## config.mk

```make
export PLATFORM = sky130hd
export DESIGN_NAME = matmul_top
export DESIGN_NICKNAME = d
export VERILOG_FILES = /design/src/hdl/matmul_pkg.sv /design/src/hdl/operand_if.sv /design/src/hdl/matmul_top.sv /design/src/hdl/result_drain.sv /design/src/hdl/operand_feeder.sv /design/src/hdl/systolic_array.sv /design/src/hdl/proc_element.sv
export VERILOG_INCLUDE_DIRS = /design/src /design/src/hdl
export SDC_FILE = /design/constraint.sdc
export NUM_CORES = 2
export LEC_CHECK = 0
export BUFFER_PORTS_ARGS = -buffer_cell sky130_fd_sc_hd__buf_2
export CORE_ASPECT_RATIO = 1.4
export CORE_MARGIN = 3
export CORE_UTILIZATION = 45
export DETAILED_ROUTE_END_ITERATION = 8
export GPL_TIMING_DRIVEN = 0
export PLACE_DENSITY = 0.6
export SLEW_MARGIN = 30
export SYNTH_ARGS = -nofsm -noshare
export SYNTH_HDL_FRONTEND = slang
export SYNTH_SLANG_ARGS = --single-unit
```

## constraint.sdc

```tcl
create_clock -name clk -period 11.6 [get_ports clk]
set_clock_uncertainty 0.05 [all_clocks]
set_input_delay 0.58 -clock clk [delete_from_list [all_inputs] [get_ports clk]]
set_output_delay 0.58 -clock clk [all_outputs]
set_load 0.005 [all_outputs]
```

## src/hdl/matmul_defs.svh

```systemverilog
`ifndef MATMUL_DEFS_SVH
`define MATMUL_DEFS_SVH

// array is square, rows equal columns
`define MATMUL_ARRAY_DIM 4
`define MATMUL_ELEM_W 8
`define MATMUL_ACC_W 16
`define MATMUL_K_W 8

// zero steps after the last beat until it reaches the far corner
`define MATMUL_FLUSH_STEPS (2 * `MATMUL_ARRAY_DIM - 1)

`endif
```

## src/hdl/matmul_pkg.sv

```systemverilog
`include "matmul_defs.svh"

package matmul_pkg;

    typedef logic [`MATMUL_ELEM_W-1:0] elem_t;

    // one column of A or one row of B, element 0 in the low byte
    typedef elem_t [`MATMUL_ARRAY_DIM-1:0] operand_vec_t;

    typedef logic [`MATMUL_ACC_W-1:0] acc_t;

    // one row of C, column 0 in the low word
    typedef acc_t [`MATMUL_ARRAY_DIM-1:0] acc_row_t;

    typedef acc_row_t [`MATMUL_ARRAY_DIM-1:0] acc_matrix_t;

endpackage

```

## src/hdl/operand_if.sv

```systemverilog
`timescale 1ns/1ps

interface operand_if;

    // row i of A and column j of B arrive already delayed by i and j steps
    matmul_pkg::operand_vec_t a_skew;
    matmul_pkg::operand_vec_t b_skew;
    logic                     step;
    logic                     clear;

    modport src (
        output a_skew,
        output b_skew,
        output step,
        output clear
    );

    modport dst (
        input a_skew,
        input b_skew,
        input step,
        input clear
    );

endinterface

```

## src/hdl/matmul_top.sv

```systemverilog
`timescale 1ns/1ps
`include "matmul_defs.svh"

module matmul_top (
    input  logic                     clk,
    input  logic                     reset_n,
    input  logic                     start_i,
    input  logic [`MATMUL_K_W-1:0]   k_len_i,
    input  logic                     a_valid_i,
    input  matmul_pkg::operand_vec_t a_data_i,
    output logic                     a_ready_o,
    input  logic                     b_valid_i,
    input  matmul_pkg::operand_vec_t b_data_i,
    output logic                     b_ready_o,
    output logic                     c_valid_o,
    output matmul_pkg::acc_row_t     c_data_o,
    output logic                     c_last_o,
    input  logic                     c_ready_i,
    output logic                     busy_o
);

    logic                    ready;
    logic                    compute_done;
    logic                    drain_busy;
    matmul_pkg::acc_matrix_t acc;

    operand_if ops_if ();

    // both operand streams share one ready
    assign a_ready_o = ready;
    assign b_ready_o = ready;

    operand_feeder i_operand_feeder (
        .clk            ( clk          ),
        .reset_n        ( reset_n      ),
        .start_i        ( start_i      ),
        .k_len_i        ( k_len_i      ),
        .a_valid_i      ( a_valid_i    ),
        .b_valid_i      ( b_valid_i    ),
        .a_data_i       ( a_data_i     ),
        .b_data_i       ( b_data_i     ),
        .ready_o        ( ready        ),
        .ops            ( ops_if       ),
        .drain_busy_i   ( drain_busy   ),
        .compute_done_o ( compute_done ),
        .busy_o         ( busy_o       )
    );

    systolic_array i_systolic_array (
        .clk     ( clk     ),
        .reset_n ( reset_n ),
        .ops     ( ops_if  ),
        .acc_o   ( acc     )
    );

    result_drain i_result_drain (
        .clk            ( clk          ),
        .reset_n        ( reset_n      ),
        .acc_i          ( acc          ),
        .compute_done_i ( compute_done ),
        .drain_busy_o   ( drain_busy   ),
        .c_valid_o      ( c_valid_o    ),
        .c_ready_i      ( c_ready_i    ),
        .c_data_o       ( c_data_o     ),
        .c_last_o       ( c_last_o     )
    );

endmodule

```

## src/hdl/result_drain.sv

```systemverilog
`timescale 1ns/1ps
`include "matmul_defs.svh"

module result_drain (
    input  logic                    clk,
    input  logic                    reset_n,
    input  matmul_pkg::acc_matrix_t acc_i,
    input  logic                    compute_done_i,
    output logic                    drain_busy_o,
    output logic                    c_valid_o,
    input  logic                    c_ready_i,
    output matmul_pkg::acc_row_t    c_data_o,
    output logic                    c_last_o
);

    localparam int ROW_W = $clog2(`MATMUL_ARRAY_DIM);
    localparam logic [ROW_W-1:0] LAST_ROW = ROW_W'(`MATMUL_ARRAY_DIM - 1);

    matmul_pkg::acc_matrix_t snap_q;
    logic [ROW_W-1:0]        row_q;
    logic                    draining_q;
    logic                    row_done;

    assign row_done     = draining_q && c_ready_i;
    assign c_valid_o    = draining_q;
    assign drain_busy_o = draining_q;
    assign c_data_o     = snap_q[row_q];
    assign c_last_o     = draining_q && (row_q == LAST_ROW);

    // frees the array for the next job
    always_ff @(posedge clk) begin
        if (compute_done_i) begin
            snap_q <= acc_i;
        end
    end

    always_ff @(posedge clk or negedge reset_n) begin
        if (!reset_n) begin
            draining_q <= 1'b0;
            row_q      <= '0;
        end else if (compute_done_i) begin
            draining_q <= 1'b1;
            row_q      <= '0;
        end else if (row_done) begin
            if (row_q == LAST_ROW) begin
                draining_q <= 1'b0;
            end else begin
                row_q <= row_q + 1'b1;
            end
        end
    end

    no_done_while_busy: assert property (
        @(posedge clk) disable iff (!reset_n)
        compute_done_i |-> !draining_q
    );

    // stalled row holds until taken
    stable_while_stalled: assert property (
        @(posedge clk) disable iff (!reset_n)
        c_valid_o && !c_ready_i |=> c_valid_o && $stable(c_data_o) && $stable(c_last_o)
    );

endmodule

```

## src/hdl/operand_feeder.sv

```systemverilog
`timescale 1ns/1ps
`include "matmul_defs.svh"

module operand_feeder (
    input  logic                     clk,
    input  logic                     reset_n,
    input  logic                     start_i,
    input  logic [`MATMUL_K_W-1:0]   k_len_i,
    input  logic                     a_valid_i,
    input  logic                     b_valid_i,
    input  matmul_pkg::operand_vec_t a_data_i,
    input  matmul_pkg::operand_vec_t b_data_i,
    output logic                     ready_o,
    operand_if.src                   ops,
    input  logic                     drain_busy_i,
    output logic                     compute_done_o,
    output logic                     busy_o
);

    typedef enum logic [2:0] {
        ST_IDLE,
        ST_CLEAR,
        ST_LOAD,
        ST_FLUSH,
        ST_HANDOFF
    } state_t;

    localparam logic [`MATMUL_K_W-1:0] FLUSH_LAST = `MATMUL_K_W'(`MATMUL_FLUSH_STEPS - 1);

    state_t                 state_q;
    logic [`MATMUL_K_W-1:0] k_len_q;
    logic [`MATMUL_K_W-1:0] step_cnt_q;
    logic                   loading;
    logic                   beat;
    matmul_pkg::elem_t      a_lane [`MATMUL_ARRAY_DIM];
    matmul_pkg::elem_t      b_lane [`MATMUL_ARRAY_DIM];

    assign loading        = (state_q == ST_LOAD);
    assign ready_o        = loading;
    assign beat           = loading && a_valid_i && b_valid_i;
    assign ops.step       = beat || (state_q == ST_FLUSH);
    assign ops.clear      = (state_q == ST_CLEAR);
    assign compute_done_o = (state_q == ST_HANDOFF) && !drain_busy_i;
    // a job stays busy until its last row has left the drain
    assign busy_o         = (state_q != ST_IDLE) || drain_busy_i;

    always_ff @(posedge clk or negedge reset_n) begin
        if (!reset_n) begin
            state_q    <= ST_IDLE;
            step_cnt_q <= '0;
        end else begin
            case (state_q)
                ST_IDLE: begin
                    if (start_i) begin
                        state_q <= ST_CLEAR;
                    end
                end
                ST_CLEAR: begin
                    step_cnt_q <= '0;
                    state_q    <= (k_len_q == '0) ? ST_FLUSH : ST_LOAD;
                end
                ST_LOAD: begin
                    if (beat) begin
                        if (step_cnt_q == k_len_q - 1'b1) begin
                            step_cnt_q <= '0;
                            state_q    <= ST_FLUSH;
                        end else begin
                            step_cnt_q <= step_cnt_q + 1'b1;
                        end
                    end
                end
                ST_FLUSH: begin
                    if (step_cnt_q == FLUSH_LAST) begin
                        step_cnt_q <= '0;
                        state_q    <= ST_HANDOFF;
                    end else begin
                        step_cnt_q <= step_cnt_q + 1'b1;
                    end
                end
                ST_HANDOFF: begin
                    if (!drain_busy_i) begin
                        state_q <= ST_IDLE;
                    end
                end
                default: begin
                    state_q <= ST_IDLE;
                end
            endcase
        end
    end

    always_ff @(posedge clk) begin
        if ((state_q == ST_IDLE) && start_i) begin
            k_len_q <= k_len_i;
        end
    end

    for (genvar lane = 0; lane < `MATMUL_ARRAY_DIM; lane++) begin : g_lane
        matmul_pkg::elem_t a_in;
        matmul_pkg::elem_t b_in;

        // zeros outside load push the last beats through
        assign a_in = loading ? a_data_i[lane] : '0;
        assign b_in = loading ? b_data_i[lane] : '0;

        if (lane == 0) begin : g_direct
            assign a_lane[lane] = a_in;
            assign b_lane[lane] = b_in;
        end else begin : g_delay
            matmul_pkg::elem_t a_pipe [lane];
            matmul_pkg::elem_t b_pipe [lane];

            always_ff @(posedge clk) begin
                if (ops.clear) begin
                    for (int s = 0; s < lane; s++) begin
                        a_pipe[s] <= '0;
                        b_pipe[s] <= '0;
                    end
                end else if (ops.step) begin
                    a_pipe[0] <= a_in;
                    b_pipe[0] <= b_in;
                    for (int s = 1; s < lane; s++) begin
                        a_pipe[s] <= a_pipe[s-1];
                        b_pipe[s] <= b_pipe[s-1];
                    end
                end
            end

            assign a_lane[lane] = a_pipe[lane-1];
            assign b_lane[lane] = b_pipe[lane-1];
        end
    end

    always_comb begin
        for (int lane = 0; lane < `MATMUL_ARRAY_DIM; lane++) begin
            ops.a_skew[lane] = a_lane[lane];
            ops.b_skew[lane] = b_lane[lane];
        end
    end

    // steps only while beats or flush steps of the job remain
    step_only_when_running: assert property (
        @(posedge clk) disable iff (!reset_n)
        ops.step |-> (loading && (step_cnt_q < k_len_q))
                     || ((state_q == ST_FLUSH) && (step_cnt_q <= FLUSH_LAST))
    );

    // the drain must take the snapshot and report busy right after
    done_waits_for_drain: assert property (
        @(posedge clk) disable iff (!reset_n)
        compute_done_o |-> !drain_busy_i ##1 drain_busy_i
    );

endmodule

```

## src/hdl/systolic_array.sv

```systemverilog
`timescale 1ns/1ps
`include "matmul_defs.svh"

module systolic_array (
    input  logic                    clk,
    input  logic                    reset_n,
    operand_if.dst                  ops,
    output matmul_pkg::acc_matrix_t acc_o
);

    localparam int DIM = `MATMUL_ARRAY_DIM;

    // horizontal a links with column DIM as the right edge
    matmul_pkg::elem_t a_link   [DIM][DIM+1];
    // vertical b links with row DIM as the bottom edge
    matmul_pkg::elem_t b_link   [DIM+1][DIM];
    matmul_pkg::acc_t  acc_cell [DIM][DIM];

    for (genvar e = 0; e < DIM; e++) begin : g_edge
        assign a_link[e][0] = ops.a_skew[e];
        assign b_link[0][e] = ops.b_skew[e];
    end

    for (genvar r = 0; r < DIM; r++) begin : g_row
        for (genvar c = 0; c < DIM; c++) begin : g_col
            proc_element i_proc_element (
                .clk     ( clk              ),
                .reset_n ( reset_n          ),
                .step_i  ( ops.step         ),
                .clear_i ( ops.clear        ),
                .a_i     ( a_link[r][c]     ),
                .b_i     ( b_link[r][c]     ),
                .a_o     ( a_link[r][c+1]   ),
                .b_o     ( b_link[r+1][c]   ),
                .acc_o   ( acc_cell[r][c]   )
            );
        end
    end

    always_comb begin
        for (int r = 0; r < DIM; r++) begin
            for (int c = 0; c < DIM; c++) begin
                acc_o[r][c] = acc_cell[r][c];
            end
        end
    end

    // flush pushes zeros through, so nothing is left at the edges afterwards
    edges_drain_to_zero: assert property (
        @(posedge clk) disable iff (!reset_n)
        ops.clear |-> (a_link[DIM-1][DIM] == '0) && (b_link[DIM][DIM-1] == '0)
    );

endmodule

```

## src/hdl/proc_element.sv

```systemverilog
`timescale 1ns/1ps

module proc_element (
    input  logic              clk,
    input  logic              reset_n,
    input  logic              step_i,
    input  logic              clear_i,
    input  matmul_pkg::elem_t a_i,
    input  matmul_pkg::elem_t b_i,
    output matmul_pkg::elem_t a_o,
    output matmul_pkg::elem_t b_o,
    output matmul_pkg::acc_t  acc_o
);

    matmul_pkg::acc_t product;

    // full 16 bit product, the sum wraps
    assign product = matmul_pkg::acc_t'(a_i) * matmul_pkg::acc_t'(b_i);

    always_ff @(posedge clk or negedge reset_n) begin
        if (!reset_n) begin
            a_o   <= '0;
            b_o   <= '0;
            acc_o <= '0;
        end else if (clear_i) begin
            a_o   <= '0;
            b_o   <= '0;
            acc_o <= '0;
        end else if (step_i) begin
            // a moves right, b moves down
            a_o   <= a_i;
            b_o   <= b_i;
            acc_o <= acc_o + product;
        end
    end

endmodule

```

### After elaboration in Yosys (flattened, before gate mapping)

Memory sizes are Yosys's and may differ from the RTL's.
Index checks and enable logic that the tools add are counted.

* add/sub/neg operators: 19
* multiply operators: 16
* order comparisons: 1
* eq/ne operators: 13
* mux-type cells: 126
* bitwise operators: 10
* reduce and logical (&&, ||, !) cells: 22

Operators with widths (count)
* $mux 8: 71
* $mux 16: 32
* $add 16x16->16: 16
* $mul 8x8->16: 16
* $bmux 64 s2: 1
* $mux 64: 1
* $pmux 8 s3: 1
* $reduce_or 8->1: 2
* $mux 3: 5
* $pmux 3 s5: 1
* $ne 2x2->1 const B: 6
* $mux 1: 11
* $or 1x1->1: 10
* $add 8x1->8 const B: 1
* $eq 8x3->1 const B: 1
* $eq 8x8->1: 1
* $logic_not 8->1: 1
* $sub 8x1->8 const B: 1
* $eq 3x2->1 const B: 2
* $logic_and 1x1->1: 6
* $mux 2: 3
* $reduce_and 2->1: 3
* $reduce_bool 2->1: 3
* $reduce_bool 3->1: 2
* other kinds (9): 10

* register bits after elaboration: 726
* RAM bits: 96
* word-level logic and storage cells: 274
* memories kept: 6

Memories
* i_operand_feeder.g_lane[3].g_delay.a_pipe: depth 3, bits a word 8, read ports 3, clocked after memory_dff 0, wr ports 3, RTL line operand_feeder.sv:110 `matmul_pkg::elem_t a_pipe [lane];`
* i_operand_feeder.g_lane[3].g_delay.b_pipe: depth 3, bits a word 8, read ports 3, clocked after memory_dff 0, wr ports 3, RTL line operand_feeder.sv:111 `matmul_pkg::elem_t b_pipe [lane];`
* i_operand_feeder.g_lane[2].g_delay.a_pipe: depth 2, bits a word 8, read ports 2, clocked after memory_dff 0, wr ports 2, RTL line operand_feeder.sv:110
* i_operand_feeder.g_lane[2].g_delay.b_pipe: depth 2, bits a word 8, read ports 2, clocked after memory_dff 0, wr ports 2, RTL line operand_feeder.sv:111
* i_operand_feeder.g_lane[1].g_delay.a_pipe: depth 1, bits a word 8, read ports 1, clocked after memory_dff 0, wr ports 1, RTL line operand_feeder.sv:110
* i_operand_feeder.g_lane[1].g_delay.b_pipe: depth 1, bits a word 8, read ports 1, clocked after memory_dff 0, wr ports 1, RTL line operand_feeder.sv:111

### Longest topological paths before layout

* word-level depth: 9
* mapped depth: 23

### By module

A second synthesis with hierarchy kept.

* cells, all modules: 7483
* area, all modules: 76079.2 sq um

By module, submodules not included
* proc_element at i_systolic_array.g_row[1].g_col[1].i_proc_element ...: instances 7, cells each 423, area each 3858.7 sq um, seq. area each 800.8 sq um
* proc_element at i_systolic_array.g_row[0].g_col[0].i_proc_element ...: instances 4, cells each 419, area each 3813.7 sq um, seq. area each 800.8 sq um
* result_drain: instances 1, cells each 349, area each 9399.0 sq um, seq. area each 7762.4 sq um
* proc_element at i_systolic_array.g_row[3].g_col[1].i_proc_element ...: instances 2, cells each 423, area each 3867.5 sq um, seq. area each 800.8 sq um
* operand_feeder: instances 1, cells each 380, area each 5098.6 sq um, seq. area each 3398.3 sq um
* proc_element at i_systolic_array.g_row[3].g_col[0].i_proc_element: instances 1, cells each 423, area each 3862.5 sq um, seq. area each 800.8 sq um
* proc_element at i_systolic_array.g_row[3].g_col[3].i_proc_element: instances 1, cells each 423, area each 3860.0 sq um, seq. area each 800.8 sq um
* proc_element at i_systolic_array.g_row[1].g_col[0].i_proc_element: instances 1, cells each 424, area each 3851.2 sq um, seq. area each 800.8 sq um
* matmul_top: instances 1, cells each 1, area each 7.5 sq um, seq. area each 0.0 sq um

### Worst setup path after synthesis

No wires, ideal clock.

* path kind: reg-to-reg
* start point: reg i_operand_feeder.state_q[0]
* end point: reg i_result_drain.snap_q[0] (netlist name), enable pin
* arrival time: 11.394 ns
* data required time: 10.673 ns
* setup slack: -0.721 ns
* cell stages (with the launch flop): 5
* buffers on the path: 1
* cell sequence: dfrtp_1 -> clkbuf_1 -> nor2_1 -> nand2_1 -> nor2_1

* word-level cells in the longest chain between the ends: 2

Ends and longest elaborated chain
* start, declared: RTL line operand_feeder.sv:30 `state_t state_q;`
* start signal, assigned: RTL line operand_feeder.sv:60 `state_q <= (k_len_q == '0) ? ST_FLUSH : ST_LOAD;`
* $eq 3x3->1: RTL line operand_feeder.sv:43 `assign compute_done_o = (state_q == ST_HANDOFF) && !drain_busy_i;`
* $logic_and 1x1->1: RTL line operand_feeder.sv:43
* named net compute_done: RTL line matmul_top.sv:23 `logic compute_done;`
* end signal, assigned: RTL line result_drain.sv:33 `snap_q <= acc_i;`
* end, declared: RTL line result_drain.sv:19 `matmul_pkg::acc_matrix_t snap_q;`

The timed path passes the listed nets, and every way through them passes these cells.
A chain may end at the register's enable or synchronous reset.

### Worst setup path in the final report

* start point: reg i_operand_feeder.state_q[0]
* end point: reg i_systolic_array.g_row[0].g_col[0].i_proc_element.acc_o[15]

* word-level cells in the longest chain between the ends: 6
* elaborated cells on any way between the ends: 13
* those cells by class: 1 x add/sub; 1 x mul; 3 x eq/ne; 4 x mux; 4 x reduce/logical

Ends and longest elaborated chain
* $eq 3x2->1: RTL line operand_feeder.sv:38 `assign loading = (state_q == ST_LOAD);`
* $mux 8 (on tied branches): RTL line operand_feeder.sv:103, operand_feeder.sv:104
* $mul 8x8->16: RTL line proc_element.sv:18 `assign product = matmul_pkg::acc_t'(a_i) * matmul_pkg::acc_t'(b_i);`
* $add 16x16->16: RTL line proc_element.sv:33 `acc_o <= acc_o + product;`
* $mux 16: RTL line proc_element.sv:29 `end else if (step_i) begin`
* $mux 16: RTL line proc_element.sv:25 `end else if (clear_i) begin`
* end signal, assigned: RTL line proc_element.sv:33
* end, declared: RTL line proc_element.sv:12 `output matmul_pkg::acc_t acc_o`

Several ways; a longest one is shown, not always the timed one. The select of a mux whose other input is x is not followed.

==> flow_summary.ini <==
[min_path]
holdCritPathClass = input pin to flip-flop
worstHoldStart = b_data_i[22]
min_path_cells = 2

[die]
dieArea_um2 = 159000
start_util_pct = 45.4
rows = 170
dieWidth_um = 338
core_um2 = 153000
die_y_um = 471
io_pins = 147

[clock_network]
post_cts_buffers = 0
clk_pin_slew_ps = 60
cts_num_sinks = 822
cts-buffers-inserted = 90
cts_tree = yes
clock_latency_ps = 720
clock_path_buffers = 3
root_buffer = clkbuf_16
htree_levels = 3

[placed_design]
place.gp.congestion = 0.927
placement.io_buffers = 143
hpwl_um = 167000
postPlaceCellArea_um2 = 73500

[finish]
nets = 8340
multi_input_area_um2 = 40900
nFillCells = 14001
final_layout_size_suffix_gt1_share_pct = 6.94
fin_area_um2 = 76800
regArea_um2 = 22400
area_delta_synth_final_pct = 10.4

[sta]
rsz0062_at_grt = false
fin_crit_ps = 6280
hold_viol = 0
min_period_over_period_pct = 54.1
slew_viol_final = 0
clock.fmax_mhz = 159
holdWs_ps = 107
worstMarginPinSlew_ps = 1120
relSlewSlack_pct = 25.4
setup_viol = 0

[grt]
track_usage_pct = 26.7
antenna_found_initial = 7
grt_max_degree = 82
first_global_vias = 51464
grt_pass1_wl_um = 318000
grt_overflow = 0

[status]
status = completed

[power_and_ir_drop]
p_leak_nw = 37.6
ir_worst_vdd_mv = 0.210
power.density_nw_per_um2 = 283

[critical_path]
arrival_ps = 6830
timing.reg2reg.worst_path_depth = 22
required_ps = 12150
path_max_fanout = 10
path_class = flip-flop to flip-flop
start_kind = flip-flop
cp-end-kind = flip-flop
timing.rr.start = i_operand_feeder.state_q[0]
crit_start = i_operand_feeder.state_q[0]
r2r_slack_ps = 5320

[logic_synthesis]
ys.flop_type = dfrtp_1
synthesis.area_um2 = 69600
async_flop_share_pct = 56.2
synthDistinctLibCells = 57
ys_seq_area_share_pct = 32.2
synthCells = 6631
synth_edf_count = 360
synth-seq-cells = 822
syn_area_per_cell_um2 = 10.5
yosysWarningCount = 0
synthesis.nets = 8073

[drt]
firstDrtPassIters = 8
num_vias = 48734
dr.first_iter.drc_count = 3291
drtAntennaViolNets = 0
finalWirelength_um = 209000
wl_per_cell_um = 23.1
drc = 0
avgViaCountPerCell = 5.39

[job]
cap_violations = 0
==> per-layer routing <==
metal	global-route usage (%)	vias to the layer above	part of all wire, %
met5	0	-	0.0062
met4	16.2	2	7.2
met3	4.08	470	5.9
met2	46.0	1532	50
met1	31.6	25043	37
li1	-	21687	-
==> logic make-up (layout without fill, tap and decap cells) <==
logic type                 count (synthesis)  after routing  share of synthesized area (%)
buffers and inverters                   1678           2022                           9.12
AOI/OAI and AO/OA                        902            902                           9.42
DFF                                      822            822                           32.2
and+or+nand+nor                         1603           1603                           11.6
xor gates and xnor gates                 196            196                           2.47
muxes                                     66             66                           2.10
adders and majority gates               1364           1364                           33.2
other                                      0              3                              0
==> worst max-delay path by stage <==
| stage | to | slack [ps] | depth (start not counted) |
|---|---|---|---|
| finish | flip-flop | 5320 | 22 |
| global route | flip-flop | 4910 | 21 |
| CTS | flip-flop | 5310 | 22 |
| global placement | async pin | -460 | 1 |
| floorplan | i_result_drain.snap_q[0] | 3620 | 4 |
| detailed placement | flip-flop | 5370 | 21 |
==> critical path, stage by stage, from the launching register on <==
cell	delay (ps)
dfrtp_1	360
clkbuf_1	240
nor2_1	280
nand2_1	140
inv_1	160
clkbuf_1	490
clkbuf_1	540
nand3_1	200
fa_1	560
inv_1	50
fa_1	440
fa_1	510
inv_1	50
fa_1	470
inv_1	40
ha_1	370
nand2_1	60
o21ai_0	340
o211ai_1	180
mux2i_1	220
a31oi_1	100
o21ai_0	180
o21ai_0	110
==> state kept, by name, indices dropped and copies added, names as in the netlist <==
signal,flops
i_result_drain.snap_q,256
i_systolic_array.g_row.g_col.i_proc_element.acc_o,256
i_systolic_array.g_row.g_col.i_proc_element.a_o,96
i_systolic_array.g_row.g_col.i_proc_element.b_o,96
i_operand_feeder.g_lane.g_delay.a_pipe,48
i_operand_feeder.g_lane.g_delay.b_pipe,48
i_operand_feeder.k_len_q,8
i_operand_feeder.step_cnt_q,8
i_operand_feeder.state_q,3
i_result_drain.row_q,2
i_result_drain.c_valid_o,1
==> timing repair <==
item,CTS,global route
hold buffers,10,0
endpoints found under the setup margin,0,0
resized for setup,0,0
endpoints found under the hold margin,49,0
==> cells in the mapped netlist, drive strengths merged (64+ instances only) <==
library cell	number	share of area [%]
nand2	689	3.7
a21oi	113	0.81
xor2	80	1.0
o21ai	210	1.5
xnor2	116	1.5
clkbuf	284	1.5
nor2	71	0.39
fa	800	23
and3	107	0.96
mux4	64	2.1
edfxtp	360	16
dfrtp	462	17
and2	582	5.2
a21o	96	1.0
ha	564	10
inv	1347	7.3
a22o	216	2.7
o22ai	67	0.60
==> cell type report <==
cell class	instances	area share (%)
diodes	3	0.00977
inverters	1347	6.58
multi-input cells	4131	53.2
well taps	2064	3.36
flip-flops and latches	822	29.1
repair buffers	175	1.84
clock buffers	117	3.25
clock inverters	52	0.863
plain buffers	331	1.75
==> cell usage in the layout (no fill, tap or decap), types with 198 or more instances in the layout <==
master and instances:
fa_1 800, ha_1 564, and2_1 582, a22o_1 216, nand2_1 689, clkbuf_1 276, dfrtp_1 462, edfxtp_1 360
inv_1 1346, o21ai_0 198
==> power breakdown <==
part / leakage, nW / internal (mW) / total [mW] / switching (mW)
combinational: 26.6 / 5.13 / 13.8 / 8.64
clock: 1.50 / 1.80 / 3.11 / 1.30
sequential: 9.50 / 4.04 / 4.84 / 0.805
==> stage by stage <==
step | instances | setup WS, ps | TNS, ps | power (mW) | utilization (%)
global route | 9040 | 4910 | 0 | 23.6 | 50.1
floorplan | 6631 | 3620 | 0 | 14.0 | -
finish | 9042 | 5320 | 0 | 21.7 | 50.1
detailed placement | 8860 | 5370 | 0 | 18.6 | 48.0
CTS | 9039 | 5310 | 0 | 21.8 | 50.1
global placement | 8838 | -461 | -145200 | 18.3 | 47.5
Power figures use the tool's default switching activity.
